**src/design/dma_pkg.sv**
```systemverilog
/*
  shared widths, register map and burst request type of the copy DMA
  all addresses and byte counts are word aligned, the low two bits are ignored
*/
package dma_pkg;

  // register bus word address and data width
  localparam int unsigned reg_addr_width = 4;
  localparam int unsigned data_width     = 32;

  // register map, word offsets
  localparam logic [reg_addr_width-1:0] reg_src       = 4'd0;
  localparam logic [reg_addr_width-1:0] reg_dst       = 4'd1;
  localparam logic [reg_addr_width-1:0] reg_num_bytes = 4'd2;
  // bit 0 set while the backend is idle
  localparam logic [reg_addr_width-1:0] reg_status    = 4'd3;
  // reading this one launches a burst, always returns zero
  localparam logic [reg_addr_width-1:0] reg_next_id   = 4'd4;
  // bit 0 is the sticky completion flag
  localparam logic [reg_addr_width-1:0] reg_done      = 4'd5;

  // one dimensional copy request handed to the backend
  typedef struct packed {
    logic [data_width-1:0] src;
    logic [data_width-1:0] dst;
    logic [data_width-1:0] num_bytes;
  } burst_req_t;

endpackage
```
**src/design/dma_ifs.sv**
```systemverilog
/*
  burst channel between frontend and backend, and the scratch memory port
  memory read data arrives one cycle after the read request
*/
`timescale 1ns/1ps

// valid/ready burst channel plus backend status
interface dma_burst_if;
  logic                valid;
  dma_pkg::burst_req_t req;
  logic                ready;
  // backend has no copy in flight
  logic                idle;
  // one cycle completion pulse
  logic                done;

  modport frontend (output valid, req, input ready, idle, done);
  modport backend  (input valid, req, output ready, idle, done);
endinterface


```
**src/design/dma_frontend.sv**
```systemverilog
/*
  DMA frontend: holds one launched burst until the backend takes it
  a second NEXT_ID read stalls the register bus while a burst is pending
  DONE is sticky, set by the backend pulse and cleared by the next launch
*/
`timescale 1ns/1ps

module dma_frontend (
  input  logic                                 clk_i,
  input  logic                                 arst_n_i,
  input  logic                                 reg_valid_i,
  input  logic                                 reg_write_i,
  input  logic [dma_pkg::reg_addr_width-1:0]   reg_addr_i,
  input  logic [dma_pkg::data_width-1:0]       reg_wdata_i,
  output logic                                 reg_ready_o,
  output logic [dma_pkg::data_width-1:0]       reg_rdata_o,
  dma_burst_if.frontend                        burst
);

  logic                launch;
  dma_pkg::burst_req_t prog;
  logic                valid_q;
  dma_pkg::burst_req_t req_q;
  logic                done_q;

  dma_frontend_regs i_regs (
    .clk_i         (clk_i),
    .arst_n_i      (arst_n_i),
    .reg_valid_i   (reg_valid_i),
    .reg_write_i   (reg_write_i),
    .reg_addr_i    (reg_addr_i),
    .reg_wdata_i   (reg_wdata_i),
    .backend_idle_i(burst.idle),
    .done_i        (done_q),
    // pending burst blocks the next launch
    .stall_i       (valid_q),
    .reg_ready_o   (reg_ready_o),
    .reg_rdata_o   (reg_rdata_o),
    .launch_o      (launch),
    .burst_o       (prog)
  );

  // launch raises valid, the handshake drops it
  // launch cannot coincide with a pending burst because of the stall
  always_ff @(posedge clk_i or negedge arst_n_i) begin
    if (!arst_n_i) begin
      valid_q <= 1'b0;
    end else if (launch) begin
      valid_q <= 1'b1;
    end else if (valid_q && burst.ready) begin
      valid_q <= 1'b0;
    end
  end

  // snapshot so later register writes leave the pending burst alone
  always_ff @(posedge clk_i) begin
    if (launch) begin
      req_q <= prog;
    end
  end

  // launch wins over a completion in the same cycle
  always_ff @(posedge clk_i or negedge arst_n_i) begin
    if (!arst_n_i) begin
      done_q <= 1'b0;
    end else if (launch) begin
      done_q <= 1'b0;
    end else if (burst.done) begin
      done_q <= 1'b1;
    end
  end

  assign burst.valid = valid_q;
  assign burst.req   = req_q;

endmodule

```
**src/design/dma_frontend_regs.sv**
```systemverilog
/*
  register file of the DMA frontend on a request/ready register bus
  read data is combinational and valid in the accepting cycle
  only a NEXT_ID read can be held off, by stall_i
*/
`timescale 1ns/1ps

module dma_frontend_regs (
  input  logic                                 clk_i,
  input  logic                                 arst_n_i,
  input  logic                                 reg_valid_i,
  input  logic                                 reg_write_i,
  input  logic [dma_pkg::reg_addr_width-1:0]   reg_addr_i,
  input  logic [dma_pkg::data_width-1:0]       reg_wdata_i,
  input  logic                                 backend_idle_i,
  input  logic                                 done_i,
  input  logic                                 stall_i,
  output logic                                 reg_ready_o,
  output logic [dma_pkg::data_width-1:0]       reg_rdata_o,
  output logic                                 launch_o,
  output dma_pkg::burst_req_t                  burst_o
);

  logic [dma_pkg::data_width-1:0] src_q;
  logic [dma_pkg::data_width-1:0] dst_q;
  logic [dma_pkg::data_width-1:0] num_bytes_q;
  logic                           wr_en;
  logic                           next_id_rd;

  // writes are never stalled
  assign wr_en      = reg_valid_i & reg_write_i;
  // read of the launch register, before the stall is applied
  assign next_id_rd = reg_valid_i & ~reg_write_i & (reg_addr_i == dma_pkg::reg_next_id);

  // hold the master off while the previous burst is still waiting
  assign reg_ready_o = ~(next_id_rd & stall_i);
  // single cycle strobe, only when the read is actually accepted
  assign launch_o    = next_id_rd & ~stall_i;

  // programmable registers, read-only offsets drop the write
  always_ff @(posedge clk_i or negedge arst_n_i) begin
    if (!arst_n_i) begin
      src_q       <= '0;
      dst_q       <= '0;
      num_bytes_q <= '0;
    end else if (wr_en) begin
      case (reg_addr_i)
        dma_pkg::reg_src:       src_q       <= reg_wdata_i;
        dma_pkg::reg_dst:       dst_q       <= reg_wdata_i;
        dma_pkg::reg_num_bytes: num_bytes_q <= reg_wdata_i;
        default: ;
      endcase
    end
  end

  // read mux, unused offsets and NEXT_ID return zero
  always_comb begin
    reg_rdata_o = '0;
    case (reg_addr_i)
      dma_pkg::reg_src:       reg_rdata_o = src_q;
      dma_pkg::reg_dst:       reg_rdata_o = dst_q;
      dma_pkg::reg_num_bytes: reg_rdata_o = num_bytes_q;
      dma_pkg::reg_status:    reg_rdata_o[0] = backend_idle_i;
      dma_pkg::reg_done:      reg_rdata_o[0] = done_i;
      default:                reg_rdata_o = '0;
    endcase
  end

  // current program, the frontend snapshots it on launch
  assign burst_o.src       = src_q;
  assign burst_o.dst       = dst_q;
  assign burst_o.num_bytes = num_bytes_q;

endmodule

```
**src/flat_wrapper.sv**
```systemverilog
// flat-port wrapper written by rule: the top's interface ports become plain ports
module dma_frontend_flat 
  (clk_i, arst_n_i, reg_valid_i, reg_write_i, reg_addr_i, reg_wdata_i, reg_ready_o, reg_rdata_o, burst_valid, burst_req, burst_ready, burst_idle, burst_done);
  dma_burst_if burst_i ();
  input  logic clk_i;
  input  logic arst_n_i;
  input  logic reg_valid_i;
  input  logic reg_write_i;
  input  logic [dma_pkg::reg_addr_width-1:0] reg_addr_i;
  input  logic [dma_pkg::data_width-1:0] reg_wdata_i;
  output logic reg_ready_o;
  output logic [dma_pkg::data_width-1:0] reg_rdata_o;
  output wire logic [$bits(burst_i.valid)-1:0] burst_valid;
  output wire logic [$bits(burst_i.req)-1:0] burst_req;
  input wire logic [$bits(burst_i.ready)-1:0] burst_ready;
  input wire logic [$bits(burst_i.idle)-1:0] burst_idle;
  input wire logic [$bits(burst_i.done)-1:0] burst_done;
  assign burst_valid = burst_i.valid;
  assign burst_req = burst_i.req;
  assign burst_i.ready = burst_ready;
  assign burst_i.idle = burst_idle;
  assign burst_i.done = burst_done;
  dma_frontend u_core (.clk_i(clk_i), .arst_n_i(arst_n_i), .reg_valid_i(reg_valid_i), .reg_write_i(reg_write_i), .reg_addr_i(reg_addr_i), .reg_wdata_i(reg_wdata_i), .reg_ready_o(reg_ready_o), .reg_rdata_o(reg_rdata_o), .burst(burst_i));
endmodule
```
**config.mk**
```make
export PLATFORM = sky130hd
export DESIGN_NAME = dma_frontend_flat
export DESIGN_NICKNAME = d
export VERILOG_FILES = /design/src/design/dma_pkg.sv /design/src/design/dma_ifs.sv /design/src/design/dma_frontend.sv /design/src/design/dma_frontend_regs.sv /design/src/flat_wrapper.sv
export SDC_FILE = /design/constraint.sdc
export NUM_CORES = 1
export LEC_CHECK = 0
export BUFFER_PORTS_ARGS = -buffer_cell sky130_fd_sc_hd__buf_2
export CORE_MARGIN = 2
export CORE_UTILIZATION = 53
export DETAILED_ROUTE_END_ITERATION = 7
export GPL_TIMING_DRIVEN = 0
export PLACE_DENSITY = 0.82
export RECOVER_POWER = 100
export SLEW_MARGIN = 10
export SYNTH_ARGS = -nofsm -noshare
export SYNTH_HDL_FRONTEND = slang
export SYNTH_HIERARCHICAL = 1
export SYNTH_SLANG_ARGS = --single-unit
export TNS_END_PERCENT = 20
```
**constraint.sdc**
```tcl
create_clock -name clk_i -period 7 [get_ports clk_i]
set_clock_uncertainty 0.2 [all_clocks]
set_input_delay 0.35 -clock clk_i [delete_from_list [all_inputs] [get_ports clk_i]]
set_output_delay 0.35 -clock clk_i [all_outputs]
set_load 0.02 [all_outputs]
```
==> results.sh <==
export IMPL_report_final_hold_viol_count=0
export IMPL_tns_ns=0
export IMPL_finalNetCount=666
export IMPL_rr_worst_depth=3
export IMPL_cts_resized=0
export IMPL_synthSimpleGateAreaFrac_pct=1.81
export IMPL_cap_violations=4
export IMPL_failed_checks="design-rule violations, max-capacitance violations, max-slew violations"
export IMPL_ys_flop_type="dfrtp_1"
export IMPL_grt_setup_unrepaired="no"
export IMPL_yosysMostFrequentCell="dfrtp_1"
export IMPL_synth_top_area_share_pct=40.5
export IMPL_synth_top_family_by_area="multiplexers"
export IMPL_die_h_um=120
export IMPL_ys_seq_area_share_pct=75.0
export IMPL_synth_common_cells="dfrtp_1, edfxtp_1, mux2_2, inv_1, a222oi_1"
export IMPL_min_period_ns=4.04
export IMPL_crit_top_cell="clkbuf_1"
export IMPL_synthMuxAreaShare_pct=15.3
export IMPL_crit_path_max_fanout=26
export IMPL_core_sq_um=13200
export IMPL_min_period_over_period_pct=57.8
export IMPL_firstDrtPassIters=8
export IMPL_cts_path_max_buffers=2
export IMPL_cts_tree="yes"
export IMPL_port_buffers=172
export IMPL_overflow=0
export IMPL_status="finished with violations"
export IMPL_synthArstFlopShare_pct=50.5
export IMPL_tightest_slew_ns=2.42
export IMPL_yosys_warnings=6
export IMPL_clock_fmax_ghz=0.247
export IMPL_routed_wl_mm=16.0
export IMPL_fin_util_pct=68.1
export IMPL_grt_max_degree=58
export IMPL_numClockSinks=194
export IMPL_crit_chain="clkbuf_1, nor4bb_1, nand2_1, nor2_1, clkbuf_1, buf_16"
export IMPL_critPathCaptureType="register"
export IMPL_dp_hpwl_mm=10.6
export IMPL_routed_via_count=4499
export IMPL_syn_inst=393
export IMPL_arrival_ns=3.97
export IMPL_drt_iter0_drc=514
export IMPL_clk_pin_slew_ns=0.06
export IMPL_synth_adder_area_share_pct=0
export IMPL_cellLeakagePower_nw=3.84
export IMPL_dp_cells=745
export IMPL_synth_compound_area_share_pct=4.71
export IMPL_syn_area_sq_um=7110
export IMPL_grt_pass1_wl_mm=24.3
export IMPL_synth_seq_cells=194
export IMPL_syn_to_final_growth_pct=26.3
export IMPL_grt_pass1_vias=4488
export IMPL_cp_slowest_cell="nor2_1"
export IMPL_finalSetupViolations=0
export IMPL_synth_area_leaders="edfxtp_1, dfrtp_1, mux2_2"
export IMPL_syn_area_per_cell_sq_um=18.1
export IMPL_finalMaxSlewViolations=123
export IMPL_grt_total_usage_pct=23.0
export IMPL_rows=42
export IMPL_die_x_um=120
export IMPL_wl_per_cell_um=19.7
export IMPL_max_slew_margin_pct=-61.6
export IMPL_critPathRequiredTime_ns=6.92
export IMPL_cts_buffers=17
export IMPL_holdPathStages=0
export IMPL_cts_htree_levels=4
export IMPL_hold_class="reg2reg"
export IMPL_clk_latency_ns=0.42
export IMPL_n_antenna_cell=0
export IMPL_synth_distinct_cells=25
export IMPL_layout_drive_gt1_share_pct=25.2
export IMPL_start_util_pct=53.9
export IMPL_synthXorXnorAreaFrac_pct=0
export IMPL_place_congestion=0.781
export IMPL_nFillCells=972
export IMPL_holdWs_ns=0.270
export IMPL_synth_top_area_cell="edfxtp_1"
export IMPL_cellPowerDensity_nw_per_um2=288
export IMPL_peakVddDrop_v=0.000148
export IMPL_cpPeakStageDelay_ns=1.38
export IMPL_root_buffer="clkbuf_16"
export IMPL_route_detailed_drc=3
export IMPL_finalNonFillerCells=812
export IMPL_worst_setup_path_start_kind="input port"
export IMPL_antenna_found_initial=0
export IMPL_syn_nets=436
export IMPL_antenna_left=0
export IMPL_critPathKind="in2reg"
export IMPL_die_area_sq_um=14400
export IMPL_via_per_inst=5.54
export IMPL_io_pins=173
export IMPL_synth_edf_count=96
## worst paths after layout
path                                          startpoint                             to  slack (ns)
max                                        reg_addr_i[3]           u_core/burst.req[94]        2.96
min                        u_core/i_regs/num_bytes_q[23]           u_core/burst.req[23]        0.27
max reg2reg                           u_core/burst.valid           u_core/burst.req[94]        3.19
min reg2reg                u_core/i_regs/num_bytes_q[23]           u_core/burst.req[23]        0.27
max in group asynchronous                       arst_n_i  u_core/i_regs/num_bytes_q[31]        4.20
min in group asynchronous                       arst_n_i  u_core/i_regs/num_bytes_q[10]        1.02
## registers in the layout, indices dropped and copies added (netlist names)
register / cells
u_core/burst.req: 96
u_core/i_regs/num_bytes_q: 32
u_core/done_q: 1
u_core/i_regs/src_q: 32
u_core/i_regs/dst_q: 32
u_core/burst.valid: 1
## metal layers
layer / vias to the layer above / GRT usage, % / share of wire (%)
met5: - / 0 / 0
met4: 0 / 10.2 / 1.9
met3: 24 / 5.80 / 6.2
met2: 218 / 36.0 / 51
met1: 2290 / 30.8 / 41
li1: 1967 / - / -
## layout by cell type (no fill, tap or decap), drive strengths merged
master,instances
nor4bb,1
bufinv,2
clkinv,3
nor4,1
mux2,96
nor2b,1
nor3b,1
nor2,5
nor4b,2
edfxtp,96
dlygate4sd3,35
nand2,1
and2b,1
mux2i,1
inv,32
clkbuf,175
a222oi,31
buf,46
a21o,2
dfrtp,98
a221o,1
nand4,3
nand3,1
and3,1
## timing repair
item / 4_1_cts / 5_1_grt
setup endpoints to repair: 0 / 0
hold endpoints to repair: 136 / 0
hold buffers: 35 / 0
setup buffers: 0 / 0
## cells by family after synthesis
logic type | Yosys count
muxes | 97
and+or+nand+nor | 18
DFF | 194
buffers and inverters | 50
AOI/OAI and AO/OA | 34
## critical path: cells and delay by family
kind	cells	cell delay (ns)
simple gates	3	1.91
buf+inv	3	1.67
## where the power goes
| group | internal (mW) | switching [mW] | total (mW) | leakage [nW] |
|---|---|---|---|---|
| sequential | 1.34 | 0.0879 | 1.43 | 2.13 |
| combinational | 0.116 | 0.0972 | 0.213 | 1.42 |
| clock | 0.573 | 0.375 | 0.948 | 0.291 |
## final cells by class
cell class	instances	area, sq um	area share (%)
plain buffers	18	71.3	0.794
inverters	32	120	1.34
flip-flops and latches	194	5340	59.4
clock buffers	27	513	5.71
well taps	176	220	2.45
multi-input cells	149	1540	17.1
clock inverters	5	75.1	0.836
repair buffers	211	1110	12.4
## through the flow
step                area (sq um)  worst slack [ns]  total power [mW]
floorplan                   7110              1.42              1.55
global placement            8190            -0.327              1.62
detailed placement          8300              4.31              1.65
finish                      8980              2.96              2.59
CTS                         9240              4.27              2.61
global route                8980              2.67              2.69
No activity file was read; power rests on OpenSTA's default activity.
