**src/design/dma_pkg.sv**
```systemverilog
/*
  shared widths, register map and burst request type of the copy DMA
  all addresses and byte counts are word aligned, the low two bits are ignored
*/
package dma_pkg;

  // register bus word address and data width
  localparam int unsigned reg_addr_width = 4;
  localparam int unsigned data_width     = 32;

  // register map, word offsets
  localparam logic [reg_addr_width-1:0] reg_src       = 4'd0;
  localparam logic [reg_addr_width-1:0] reg_dst       = 4'd1;
  localparam logic [reg_addr_width-1:0] reg_num_bytes = 4'd2;
  // bit 0 set while the backend is idle
  localparam logic [reg_addr_width-1:0] reg_status    = 4'd3;
  // reading this one launches a burst, always returns zero
  localparam logic [reg_addr_width-1:0] reg_next_id   = 4'd4;
  // bit 0 is the sticky completion flag
  localparam logic [reg_addr_width-1:0] reg_done      = 4'd5;

  // one dimensional copy request handed to the backend
  typedef struct packed {
    logic [data_width-1:0] src;
    logic [data_width-1:0] dst;
    logic [data_width-1:0] num_bytes;
  } burst_req_t;

endpackage
```
**src/design/dma_ifs.sv**
```systemverilog
/*
  burst channel between frontend and backend, and the scratch memory port
  memory read data arrives one cycle after the read request
*/
`timescale 1ns/1ps

// valid/ready burst channel plus backend status
interface dma_burst_if;
  logic                valid;
  dma_pkg::burst_req_t req;
  logic                ready;
  // backend has no copy in flight
  logic                idle;
  // one cycle completion pulse
  logic                done;

  modport frontend (output valid, req, input ready, idle, done);
  modport backend  (input valid, req, output ready, idle, done);
endinterface

// single port word memory access
interface dma_mem_if #(
  parameter int unsigned mem_addr_width = 8
);
  logic                            req;
  logic                            we;
  logic [mem_addr_width-1:0]       addr;
  logic [dma_pkg::data_width-1:0]  wdata;
  logic [dma_pkg::data_width-1:0]  rdata;

  modport master (output req, we, addr, wdata, input rdata);
  modport slave  (input req, we, addr, wdata, output rdata);
endinterface

```
**src/design/dma_copy_backend.sv**
```systemverilog
/*
  word copy backend, one read cycle then one write cycle per word
  word pointers wrap at the memory size, a zero word count only pulses done
*/
`timescale 1ns/1ps

module dma_copy_backend #(
  parameter int unsigned mem_addr_width = 8
) (
  input  logic          clk_i,
  input  logic          arst_n_i,
  dma_burst_if.backend  burst,
  dma_mem_if.master     mem
);

  localparam logic [1:0] st_idle  = 2'd0;
  localparam logic [1:0] st_read  = 2'd1;
  localparam logic [1:0] st_write = 2'd2;

  logic [1:0]                     state_q;
  logic [dma_pkg::data_width-3:0] words_q;
  logic [dma_pkg::data_width-3:0] req_words;
  logic [mem_addr_width-1:0]      src_ptr_q;
  logic [mem_addr_width-1:0]      dst_ptr_q;
  logic                           done_q;
  logic                           accept;

  // byte count down to whole words
  assign req_words = burst.req.num_bytes[dma_pkg::data_width-1:2];
  assign accept    = burst.valid & (state_q == st_idle);

  always_ff @(posedge clk_i or negedge arst_n_i) begin
    if (!arst_n_i) begin
      state_q <= st_idle;
      words_q <= '0;
      done_q  <= 1'b0;
    end else begin
      // done is a single cycle pulse
      done_q <= 1'b0;
      case (state_q)
        st_idle: begin
          if (accept) begin
            if (req_words == '0) begin
              // nothing to move, complete right away
              done_q <= 1'b1;
            end else begin
              words_q <= req_words;
              state_q <= st_read;
            end
          end
        end
        st_read: begin
          state_q <= st_write;
        end
        st_write: begin
          words_q <= words_q - 1'b1;
          if (words_q == 1) begin
            // last word written, back to idle with the done pulse
            state_q <= st_idle;
            done_q  <= 1'b1;
          end else begin
            state_q <= st_read;
          end
        end
        default: state_q <= st_idle;
      endcase
    end
  end

  // word pointers from address bits above the byte offset
  always_ff @(posedge clk_i) begin
    if (accept) begin
      src_ptr_q <= burst.req.src[mem_addr_width+1:2];
      dst_ptr_q <= burst.req.dst[mem_addr_width+1:2];
    end else if (state_q == st_write) begin
      src_ptr_q <= src_ptr_q + 1'b1;
      dst_ptr_q <= dst_ptr_q + 1'b1;
    end
  end

  // read data of the previous cycle goes straight back out
  assign mem.req   = (state_q != st_idle);
  assign mem.we    = (state_q == st_write);
  assign mem.addr  = (state_q == st_write) ? dst_ptr_q : src_ptr_q;
  assign mem.wdata = mem.rdata;

  assign burst.ready = (state_q == st_idle);
  assign burst.idle  = (state_q == st_idle);
  assign burst.done  = done_q;

endmodule

```
**src/flat_wrapper.sv**
```systemverilog
// flat-port wrapper written by rule: the top's interface ports become plain ports
module dma_copy_backend_flat 
#(
  parameter int unsigned mem_addr_width = 8
)
  (clk_i, arst_n_i, burst_valid, burst_req, burst_ready, burst_idle, burst_done, mem_req, mem_we, mem_addr, mem_wdata, mem_rdata);
  dma_burst_if burst_i ();
  dma_mem_if #(.mem_addr_width(mem_addr_width)) mem_i ();
  input  logic clk_i;
  input  logic arst_n_i;
  input wire logic [$bits(burst_i.valid)-1:0] burst_valid;
  input wire logic [$bits(burst_i.req)-1:0] burst_req;
  output wire logic [$bits(burst_i.ready)-1:0] burst_ready;
  output wire logic [$bits(burst_i.idle)-1:0] burst_idle;
  output wire logic [$bits(burst_i.done)-1:0] burst_done;
  output wire logic [$bits(mem_i.req)-1:0] mem_req;
  output wire logic [$bits(mem_i.we)-1:0] mem_we;
  output wire logic [$bits(mem_i.addr)-1:0] mem_addr;
  output wire logic [$bits(mem_i.wdata)-1:0] mem_wdata;
  input wire logic [$bits(mem_i.rdata)-1:0] mem_rdata;
  assign burst_i.valid = burst_valid;
  assign burst_i.req = burst_req;
  assign burst_ready = burst_i.ready;
  assign burst_idle = burst_i.idle;
  assign burst_done = burst_i.done;
  assign mem_req = mem_i.req;
  assign mem_we = mem_i.we;
  assign mem_addr = mem_i.addr;
  assign mem_wdata = mem_i.wdata;
  assign mem_i.rdata = mem_rdata;
  dma_copy_backend #(.mem_addr_width(mem_addr_width)) u_core (.clk_i(clk_i), .arst_n_i(arst_n_i), .burst(burst_i), .mem(mem_i));
endmodule
```
**config.mk**
```make
export PLATFORM = sky130hd
export DESIGN_NAME = dma_copy_backend_flat
export DESIGN_NICKNAME = d
export VERILOG_FILES = /design/src/design/dma_pkg.sv /design/src/design/dma_ifs.sv /design/src/design/dma_copy_backend.sv /design/src/flat_wrapper.sv
export SDC_FILE = /design/constraint.sdc
export NUM_CORES = 1
export LEC_CHECK = 0
export ABC_AREA = 1
export BUFFER_PORTS_ARGS = -buffer_cell sky130_fd_sc_hd__buf_2
export CORE_UTILIZATION = 45
export DETAILED_ROUTE_END_ITERATION = 7
export PLACE_DENSITY = 0.74
export SLEW_MARGIN = 20
export SYNTH_ARGS = -nofsm -noshare
export SYNTH_HDL_FRONTEND = slang
export SYNTH_SLANG_ARGS = --single-unit
```
**constraint.sdc**
```tcl
create_clock -name clk_i -period 2.13 [get_ports clk_i]
set_input_delay 0.1065 -clock clk_i [delete_from_list [all_inputs] [get_ports clk_i]]
set_output_delay 0.1065 -clock clk_i [all_outputs]
set_load 0.02 [all_outputs]
```
==> impl_metrics.json, run 1 <==
{
  "status": "finished, final reports clean",
  "syn_inst": 593,
  "hold_violations": 0,
  "holdCritStartpoint": "burst_req[35]",
  "fin_crit_sh_pct": 80.6,
  "max_freq_mhz": 582,
  "diodes": 0,
  "final_area_um2": 4180,
  "yosys.area_share.xor_xnor_pct": 2.67,
  "yosys.area_share.adder_pct": 1.27,
  "worstPathArrival_ps": 1930,
  "ir_worst_vdd_v": 0.000234,
  "required_ps": 2340,
  "first_pass_iters": 5,
  "detail-route-antenna-nets": 0,
  "grt_first_pass_wirelength_um": 15600,
  "slew_viol_final": 0,
  "grtUsageTotal_pct": 21.8,
  "drv_cap": 0,
  "cp-end-kind": "flip-flop",
  "finalSetupTns_ps": 0,
  "grt_max_degree": 34,
  "first_global_vias": 3489,
  "synthTopCellsByArea": "nand2_1, dfrtp_1, edfxtp_1, buf_4, nor2_1",
  "die_h_um": 95.5,
  "syn_nets": 728,
  "dpl.cell_count": 717,
  "die_width_um": 95.5,
  "htree_levels": 2,
  "core_um2": 8340,
  "synth_top_cell_area_share_pct": 23.5,
  "fin_nets": 755,
  "crit_type": "flip-flop to flip-flop",
  "power.density_nw_per_um2": 396,
  "ys_seq_area_share_pct": 33.2,
  "cts_buffers": 5,
  "cp-start-kind": "flip-flop",
  "routed.top_layer": "met4",
  "ys_types": 36,
  "routed_wl_um": 9200,
  "slew_headroom_pct": 48.8,
  "drc_errors": 0,
  "dieArea_um2": 9120,
  "r2r_start": "u_core.words_q[0]",
  "vias_per_cell": 4.97,
  "drive_gt1_share_pct": 18.0,
  "final_common_cell": "nand2_1",
  "fin_skew_ps": 16.0,
  "synth.area.mux_share_pct": 0.763,
  "synth_seq_cells": 49,
  "rrSetupSlack_ps": 410,
  "initialDrtViolationCount": 181,
  "wl_met1_um": 4170,
  "routabilityCongestion": 0.938,
  "total_power_uw": 1650,
  "period_needed_ps": 1720,
  "crit_fanout": 7,
  "wl_met3_um": 656,
  "synth_warnings": 0,
  "grt_overflow_total": 0,
  "synth_compound_area_share_pct": 5.06,
  "critical_path.startpoint": "u_core.words_q[0]",
  "num_rows": 33,
  "route.met2.wl_um": 4270,
  "portBuffers": 61,
  "pre_cts_ws_ps": 433,
  "cts_tree": "yes",
  "worst_slack_ps": 413,
  "synth_area_per_cell_um2": 6.63,
  "placed_cell_area_um2": 4070,
  "synth-simple-area-share_pct": 43.4,
  "ctsRootBufferMaster": "clkbuf_8",
  "cts_num_sinks": 49,
  "initial_core_util_pct": 47.2,
  "stdcell_count": 726,
  "hp-class": "input pin to flip-flop",
  "hpwl_um": 7060,
  "nFillCells": 872,
  "setup_viol": 0,
  "antenna_found_initial": 0,
  "synth_top_family_by_area": "simple AND/OR/NAND/NOR gates",
  "clk_latency_ps": 320,
  "vias": 3608,
  "yosys.area.top_type": "nand2_1",
  "wl_per_cell_um": 12.7,
  "synthesis.area_um2": 3930,
  "cts_buffer_depth": 2,
  "final_cell_mix": "nand2_1, nor2_1, buf_2",
  "p_leak_uw": 0.00200,
  "grt_setup_unrepaired": "no",
  "clk_pin_slew_worst_paths_ps": 110,
  "area_delta_synth_final_pct": 6.27,
  "max_slew.worst_pin.slew_ps": 769,
  "io_pins": 176
}
## timing repair
item | 4_1_cts | 5_1_grt
endpoints found under the hold margin | 33 | 0
gates resized for setup | 0 | 0
hold buffers | 1 | 0
setup buffers | 0 | 0
## flip-flops by register name (all words and copies together), names as in the netlist
| signal | flops |
|---|---|
| u_core.words_q | 30 |
| u_core.dst_ptr_q | 8 |
| u_core.src_ptr_q | 8 |
| u_core.state_q | 2 |
| u_core.burst.done | 1 |
## where the power goes
| group | total [µW] | internal (µW) | switching, µW |
|---|---|---|---|
| Sequential | 966 | 966 | 0 |
| Combinational | 73.9 | 35.8 | 38.2 |
| Clock | 614 | 246 | 367 |
## layout make-up
class / count / area, µm² / share of cell area (%)
multi-input cells: 447 / 2090 / 50.1
clock inverters: 3 / 28.8 / 0.688
flip-flops and latches: 49 / 1310 / 31.2
inverters: 48 / 183 / 4.37
well taps: 105 / 131 / 3.14
clock buffers: 5 / 68.8 / 1.65
repair buffers: 69 / 368 / 8.80
## routing by layer
metal / vias up / GRT usage (%)
met2: 107 / 37.3
met3: 12 / 4.15
met4: 0 / 5.97
met1: 1609 / 27.8
met5: - / 0
li1: 1880 / -
## path summary, 6_finish.rpt
| path | end | cells after the start |
|---|---|---|
| hold reg to reg | u_core.state_q[1] | 1 |
| max in group asynchronous | u_core.words_q[23] | 2 |
| hold / removal | u_core.dst_ptr_q[1] | 3 |
| setup / recovery | u_core.words_q[28] | 11 |
| min in group asynchronous | u_core.burst.done | 2 |
| setup reg to reg | u_core.words_q[28] | 11 |
## worst max-delay path, stage by stage, from the launching register on
cell and delay, ps:
dfrtp_1 420, inv_1 120, ha_1 250, nand3_4 160
nor2_8 210, nand2_4 70, nor2_1 100, nand2_1 50
nand3_1 70, nand2_1 50, nand2_1 50, nand2_1 50
## synth_stat cells
cell type / n
nand2_4: 2
a21oi_1: 3
mux2i_1: 3
o21bai_2: 1
dfrtp_1: 33
nor4_1: 1
or2_2: 1
inv_4: 1
nand3_4: 2
nor2_2: 7
nand2_1: 246
nand3_1: 42
xor2_1: 8
nor3_1: 1
buf_8: 1
nor2_8: 1
xnor2_1: 4
buf_6: 1
clkbuf_1: 3
nor2_1: 64
nand4_1: 7
buf_2: 6
nand3b_1: 2
o21ai_0: 23
buf_4: 38
nor2_4: 7
inv_2: 6
inv_1: 40
nand3_2: 2
and2_1: 1
o21ai_1: 7
edfxtp_1: 16
ha_1: 4
o21bai_1: 3
nand2_2: 5
clkinv_1: 1
## through the flow
stage | hold slack [ps] | util [%]
2_1_floorplan | -189 | -
3_3_place_gp | 213 | 48.8
3_5_place_dp | 213 | 48.8
4_1_cts | 42.4 | 50.1
5_1_grt | 33.1 | 50.1
6_report | 45.1 | 50.1
## cells by family after synthesis
kind of cell | after synthesis
AO/OA/AOI/OAI | 37
flip-flops | 49
buffers and inverters | 97
AND/OR/NAND/NOR | 391
XOR/XNOR | 12
multiplexers | 3
adder cells (fa/ha/maj) | 4
Note: power is estimated with default switching activity, not from simulation.
==> inputs of run 2 (changes only) <==
Clock period 2.13 ns to 1.65 ns, I/O delays scaled along.
==> run 2 against run 1 <==
  * Critical path depth decreased by 5
  * Clock skew is 7.2 ps lower
  * Via count grew 2.4%
  * Wire length about the same
  * Sequential cell count is the same
  * Setup slack worse by 350 ps
  * Maximum frequency rose by 8.3%
  * Non-clock buffer count up 8
  * First-iteration DRC count shrank 6.1%
  * Total power grew 29%
  * Die area did not move
  * Register-to-register slack lost 350 ps
  * Critical path type unchanged
  * Largest cell class unchanged
  * Largest power group unchanged
==> impl_metrics.json, run 2 (synthesized netlist as in run 1, its figures left out) <==
{
  "status": "finished, final reports clean",
  "grt_overflow_total": 0,
  "r2r_start": "u_core.state_q[1]",
  "required_ps": 1660,
  "stdcell_count": 734,
  "die_h_um": 95.5,
  "cts_tree": "yes",
  "largest_reg_flops": 30,
  "grt_setup_unrepaired": "yes",
  "placed_cell_area_um2": 4110,
  "grt_first_pass_wirelength_um": 15400,
  "cp-start-kind": "flip-flop",
  "critical-path-top-delay-family": "simple AND/OR/NAND/NOR gates",
  "fin_hold_ws_ps": 36.9,
  "ctsRootBufferMaster": "clkbuf_8",
  "vias_per_cell": 5.04,
  "dpl.cell_count": 719,
  "drc_errors": 0,
  "grt_max_degree": 34,
  "detail-route-antenna-nets": 0,
  "hp-class": "input pin to flip-flop",
  "clk_pin_slew_worst_paths_ps": 100,
  "antenna_found_initial": 0,
  "rrSetupSlack_ps": 60,
  "final_common_cell": "nand2_1",
  "wl_per_cell_um": 12.5,
  "crit_path_cell_trace": "buf_4 -> nor2_4 -> inv_2 -> nor2_2 -> inv_1 -> nand2_4",
  "io_pins": 176,
  "first_pass_iters": 4,
  "cp.depth": 6,
  "portBuffers": 61,
  "max_slew.worst_pin.slew_ps": 770,
  "grtUsageTotal_pct": 21.3,
  "drive_gt1_share_pct": 21.8,
  "cp-end-kind": "flip-flop",
  "clk_latency_ps": 310,
  "fin_nets": 763,
  "fin_crit_sh_pct": 96.1,
  "crit_type": "flip-flop to flip-flop",
  "htree_levels": 2,
  "max_stage_delay_ps": 390,
  "vias": 3696,
  "setup_viol": 0,
  "cts_num_sinks": 49,
  "routabilityCongestion": 0.889,
  "core_um2": 8340,
  "first_global_vias": 3391,
  "num_rows": 33,
  "power.density_nw_per_um2": 492,
  "drv_cap": 0,
  "period_needed_ps": 1590,
  "rr_endpoint": "u_core.dst_ptr_q[0]",
  "area_delta_synth_final_pct": 10.1,
  "cts_buffers": 5,
  "p_leak_uw": 0.00204,
  "final_cell_mix": "nand2_1, buf_2, nor2_1",
  "hold_path_end": "u_core.src_ptr_q[1]",
  "initialDrtViolationCount": 170,
  "fin_skew_ps": 8.72,
  "dieArea_um2": 9120,
  "final_area_um2": 4330,
  "routed_wl_um": 9210,
  "cts_buffer_depth": 2,
  "ir_worst_vdd_v": 0.000312,
  "worstPathArrival_ps": 1590,
  "path_buf_inv": 3,
  "max_freq_mhz": 630,
  "top_regs": "u_core.words_q x30, u_core.dst_ptr_q x8, u_core.src_ptr_q x8",
  "slew_headroom_pct": 48.7,
  "die_width_um": 95.5,
  "crit_fanout": 16,
  "holdCritStartpoint": "burst_req[67]",
  "hold_violations": 0,
  "diodes": 0,
  "slew_viol_final": 0,
  "regMostFlops": "u_core.words_q",
  "initial_core_util_pct": 47.2,
  "slowest_stage": "dfrtp_1",
  "holdPathStages": 3,
  "hpwl_um": 7020,
  "r2r_cells": 6
}
==> run 2: cell types whose count changed in the layout (fill, tap and decap cells not counted), sizes merged <==
cell,before,now
clkinv,2,1
clkbuf,5,6
clkinvlp,0,1
buf,68,76
inv,49,48
==> run 2: layer usage <==
layer  track usage [%]  routed length [µm]  up-vias
met2              35.9                4370      102
met5                 0                   0        -
li1                  -                   -     1895
met4              3.73                  37        0
met3              3.83                 568        4
met1              28.9                4230     1695
==> run 2: worst max-delay path by stage <==
stage                                 start                   to  slack [ps]
after floorplan           u_core.state_q[1]  u_core.dst_ptr_q[0]          40
after CTS                 u_core.state_q[1]          mem_addr[5]         -20
after detailed placement  u_core.words_q[1]   u_core.words_q[28]           7
after global routing      u_core.words_q[1]   u_core.words_q[26]         -40
after global placement    u_core.words_q[1]   u_core.words_q[28]          50
final                     u_core.state_q[1]  u_core.dst_ptr_q[0]          60
==> run 2: worst min-delay path: cells and delay by family <==
kind | cells | cell delay, ps
and+or+nand+nor | 2 | 90
buffers and inverters | 1 | 70
==> run 2: power by group <==
| group | internal (µW) | switching (µW) | total (µW) | leakage (µW) |
|---|---|---|---|---|
| registers | 1250 | 0 | 1250 | 0.000489 |
| clock network | 346 | 441 | 788 | 0.0000478 |
| logic | 46.2 | 49.0 | 95.2 | 0.00151 |
==> run 2: area by class of cell <==
type	instances	area, µm²
Multi-Input combinational cell	447	2150
Timing Repair Buffer	77	453
Fill cell	844	4010
Sequential cell	49	1310
Tap cell	105	131
Clock buffer	6	82.6
Clock inverter	2	16.3
Inverter	48	188
==> run 2: what timing repair did <==
| action | in CTS | in global routing |
|---|---|---|
| hold buffers | 1 | 0 |
| endpoints found under the setup margin | 8 | 25 |
| gates resized for setup | 3 | 21 |
| setup buffers | 0 | 6 |
| pin swaps | 0 | 7 |
| endpoints found under the hold margin | 33 | 0 |
==> run 2: per-stage QoR <==
step | total power [µW] | util, % | worst slack [ps] | setup TNS (ps)
2_1_floorplan | 1400 | - | 40.1 | 0
3_3_place_gp | 1370 | 49.3 | 54.0 | 0
3_5_place_dp | 1370 | 49.3 | 7.27 | 0
4_1_cts | 2140 | 50.7 | -16.6 | -16.6
5_1_grt | 2200 | 52.0 | -40.7 | -431
6_report | 2130 | 52.0 | 63.8 | 0
==> inputs of run 3 (changes only) <==
--- a/config.mk
+++ b/config.mk
@@ -7,8 +7,9 @@
 export LEC_CHECK = 0
 export ABC_AREA = 1
-export BUFFER_PORTS_ARGS = -buffer_cell sky130_fd_sc_hd__buf_2
 export CORE_UTILIZATION = 45
+export CTS_BUF_LIST = sky130_fd_sc_hd__clkbuf_4
 export DETAILED_ROUTE_END_ITERATION = 7
-export PLACE_DENSITY = 0.74
+export DONT_BUFFER_PORTS = 1
+export PLACE_DENSITY = 0.57
 export SLEW_MARGIN = 20
 export SYNTH_ARGS = -nofsm -noshare
==> constraint.sdc (replaced) <==
create_clock -name clk_i -period 1.65 [get_ports clk_i]
set_input_delay 0.0825 -clock clk_i [delete_from_list [all_inputs] [get_ports clk_i]]
set_output_delay 0.0825 -clock clk_i [all_outputs]
set_load 0.05 [all_outputs]
==> run 3 against run 2 <==
  * Maximum frequency fell by 1.4%
  * Core utilization increased by 6.2 points
  * Global-route usage rose by 2.1 points
  * Clock power decreased by 22%
  * Die area is the same
  * Sequential share of layout area down 3.1 points
  * Total power fell by 6.5%
  * Via count increased by 3.1%
  * Register-to-register slack gained 20 ps
==> impl_metrics.json, run 3 (synthesized netlist as in run 1, its figures left out) <==
{
  "status": "finished, final reports clean",
  "hp-class": "input pin to flip-flop",
  "grt_setup_unrepaired": "yes",
  "fin_nets": 772,
  "drv_cap": 0,
  "first_global_vias": 3490,
  "ir_worst_vdd_v": 0.000229,
  "cp-end-kind": "output pin",
  "p_comb_share_pct": 6.6,
  "vias_per_cell": 5.13,
  "die_width_um": 95.5,
  "first_pass_iters": 5,
  "initialDrtViolationCount": 211,
  "power.density_nw_per_um2": 411,
  "initial_core_util_pct": 47.2,
  "crit_fanout": 12,
  "detail-route-antenna-nets": 0,
  "crit_type": "flip-flop to output pin",
  "internal_power_uw": 1500,
  "setup_viol": 0,
  "slew_headroom_pct": 68.6,
  "hold_violations": 0,
  "period_needed_ps": 1610,
  "wl_per_cell_um": 14.6,
  "num_rows": 33,
  "drc_errors": 0,
  "top_regs": "u_core.words_q x30, u_core.dst_ptr_q x8, u_core.src_ptr_q x8",
  "largest_reg_flops": 30,
  "cp-start-kind": "flip-flop",
  "ctsRootBufferMaster": "clkbuf_4",
  "p_leak_uw": 0.00215,
  "placed_cell_area_um2": 3960,
  "cts_buffer_depth": 2,
  "hpwl_um": 7250,
  "antenna_found_initial": 0,
  "cts_num_sinks": 49,
  "die_h_um": 95.5,
  "fin_crit_sh_pct": 97.5,
  "grt_overflow_total": 0,
  "final_cell_mix": "nand2_1, nor2_1, dlygate4sd3_1",
  "portBuffers": 0,
  "p_seq_share_pct": 62.7,
  "cts_tree": "yes",
  "holdPathStages": 5,
  "dpl.cell_count": 670,
  "max_slew.worst_pin.slew_ps": 471,
  "p_switching_uw": 490,
  "grtUsageTotal_pct": 23.5,
  "grt_first_pass_wirelength_um": 16600,
  "routabilityCongestion": 0.873,
  "dieArea_um2": 9120,
  "cts_buffers": 5,
  "max_freq_mhz": 622,
  "worstPathArrival_ps": 1530,
  "htree_levels": 2,
  "final_area_um2": 4850,
  "grt_max_degree": 34,
  "vias": 3812,
  "core_um2": 8340,
  "routed_wl_um": 10900,
  "clk_latency_ps": 380,
  "io_pins": 176,
  "power.share.clock_pct": 30.8,
  "area_delta_synth_final_pct": 23.2,
  "required_ps": 1570,
  "fin_skew_ps": 9.52,
  "drive_gt1_share_pct": 18.8,
  "slew_viol_final": 0,
  "diodes": 0,
  "total_power_uw": 1990,
  "final_common_cell": "nand2_1",
  "swShare_pct": 24.6,
  "finalSetupTns_ps": 0,
  "finish.utilization_pct": 58.1,
  "clk_pin_slew_worst_paths_ps": 160,
  "r2r_cells": 8,
  "stdcell_count": 743,
  "regMostFlops": "u_core.words_q"
}
-- run 3: cell types whose count changed in the layout (fill, tap and decap cells not counted), sizes merged --
cell | previous run | this run
inv | 48 | 47
clkinvlp | 1 | 2
buf | 76 | 36
dlygate4sd3 | 1 | 47
nand2 | 253 | 254
clkbuf | 6 | 7
clkinv | 1 | 2
-- run 3: power groups by stage --
stage | logic, µW | registers (µW) | clock network [µW]
final | 131 | 1250 | 613
after global routing | 143 | 1250 | 668
after CTS | 132 | 1250 | 631
after detailed placement | 12.3 | 1270 | 0
after global placement | 12.2 | 1270 | 0
after floorplan | 219 | 1270 | 0
-- run 3: path summary, 6_finish.rpt --
check | start | slack (ps) | to
max in group asynchronous | arst_n_i | 1260 | u_core.words_q[4]
min in group asynchronous | arst_n_i | 170 | u_core.words_q[9]
worst max register to register | u_core.state_q[1] | 80 | u_core.src_ptr_q[5]
worst min register to register | u_core.words_q[29] | 520 | u_core.words_q[29]
worst max-delay path | u_core.state_q[0] | 40 | mem_addr[0]
worst min-delay path | burst_req[29] | 20 | u_core.burst.done
-- run 3: area by class of cell --
cell class	count	area (µm²)
Inverter	48	196
Clock buffer	5	37.5
Multi-Input combinational cell	448	2250
Clock inverter	3	21.3
Fill cell	815	3490
Tap cell	105	131
Sequential cell	49	1320
Timing Repair Buffer	85	888
-- run 3: metal layers --
layer | global-route usage [%] | wire, µm | vias to the layer above
li1 | - | - | 1917
met1 | 32.1 | 5180 | 1789
met2 | 38.8 | 5160 | 88
met3 | 3.35 | 374 | 18
met4 | 5.85 | 144 | 0
met5 | 0 | 0 | -
-- run 3: repair_timing --
item                                    in CTS  in global routing
endpoints found under the hold margin       80                  0
pin swaps                                    2                 12
gates cloned                                 0                  3
resized for setup                            6                 44
setup buffers                                1                 13
endpoints found under the setup margin       9                 54
hold buffers                                48                  0
-- run 3: through the flow --
step                hold WS [ps]  setup slack (ps)
floorplan                   -213              -335
global placement            -212              70.6
detailed placement          -212              26.7
CTS                         7.72              3.15
global route                31.6             -46.2
finish                      23.4              41.4
-- run 3: worst max-delay path: stages, from the launching register on --
cell and delay [ps]:
dfrtp_2 480, nor2_4 190, buf_12 170, nand2_1 60
nand2_1 90, buf_6 160
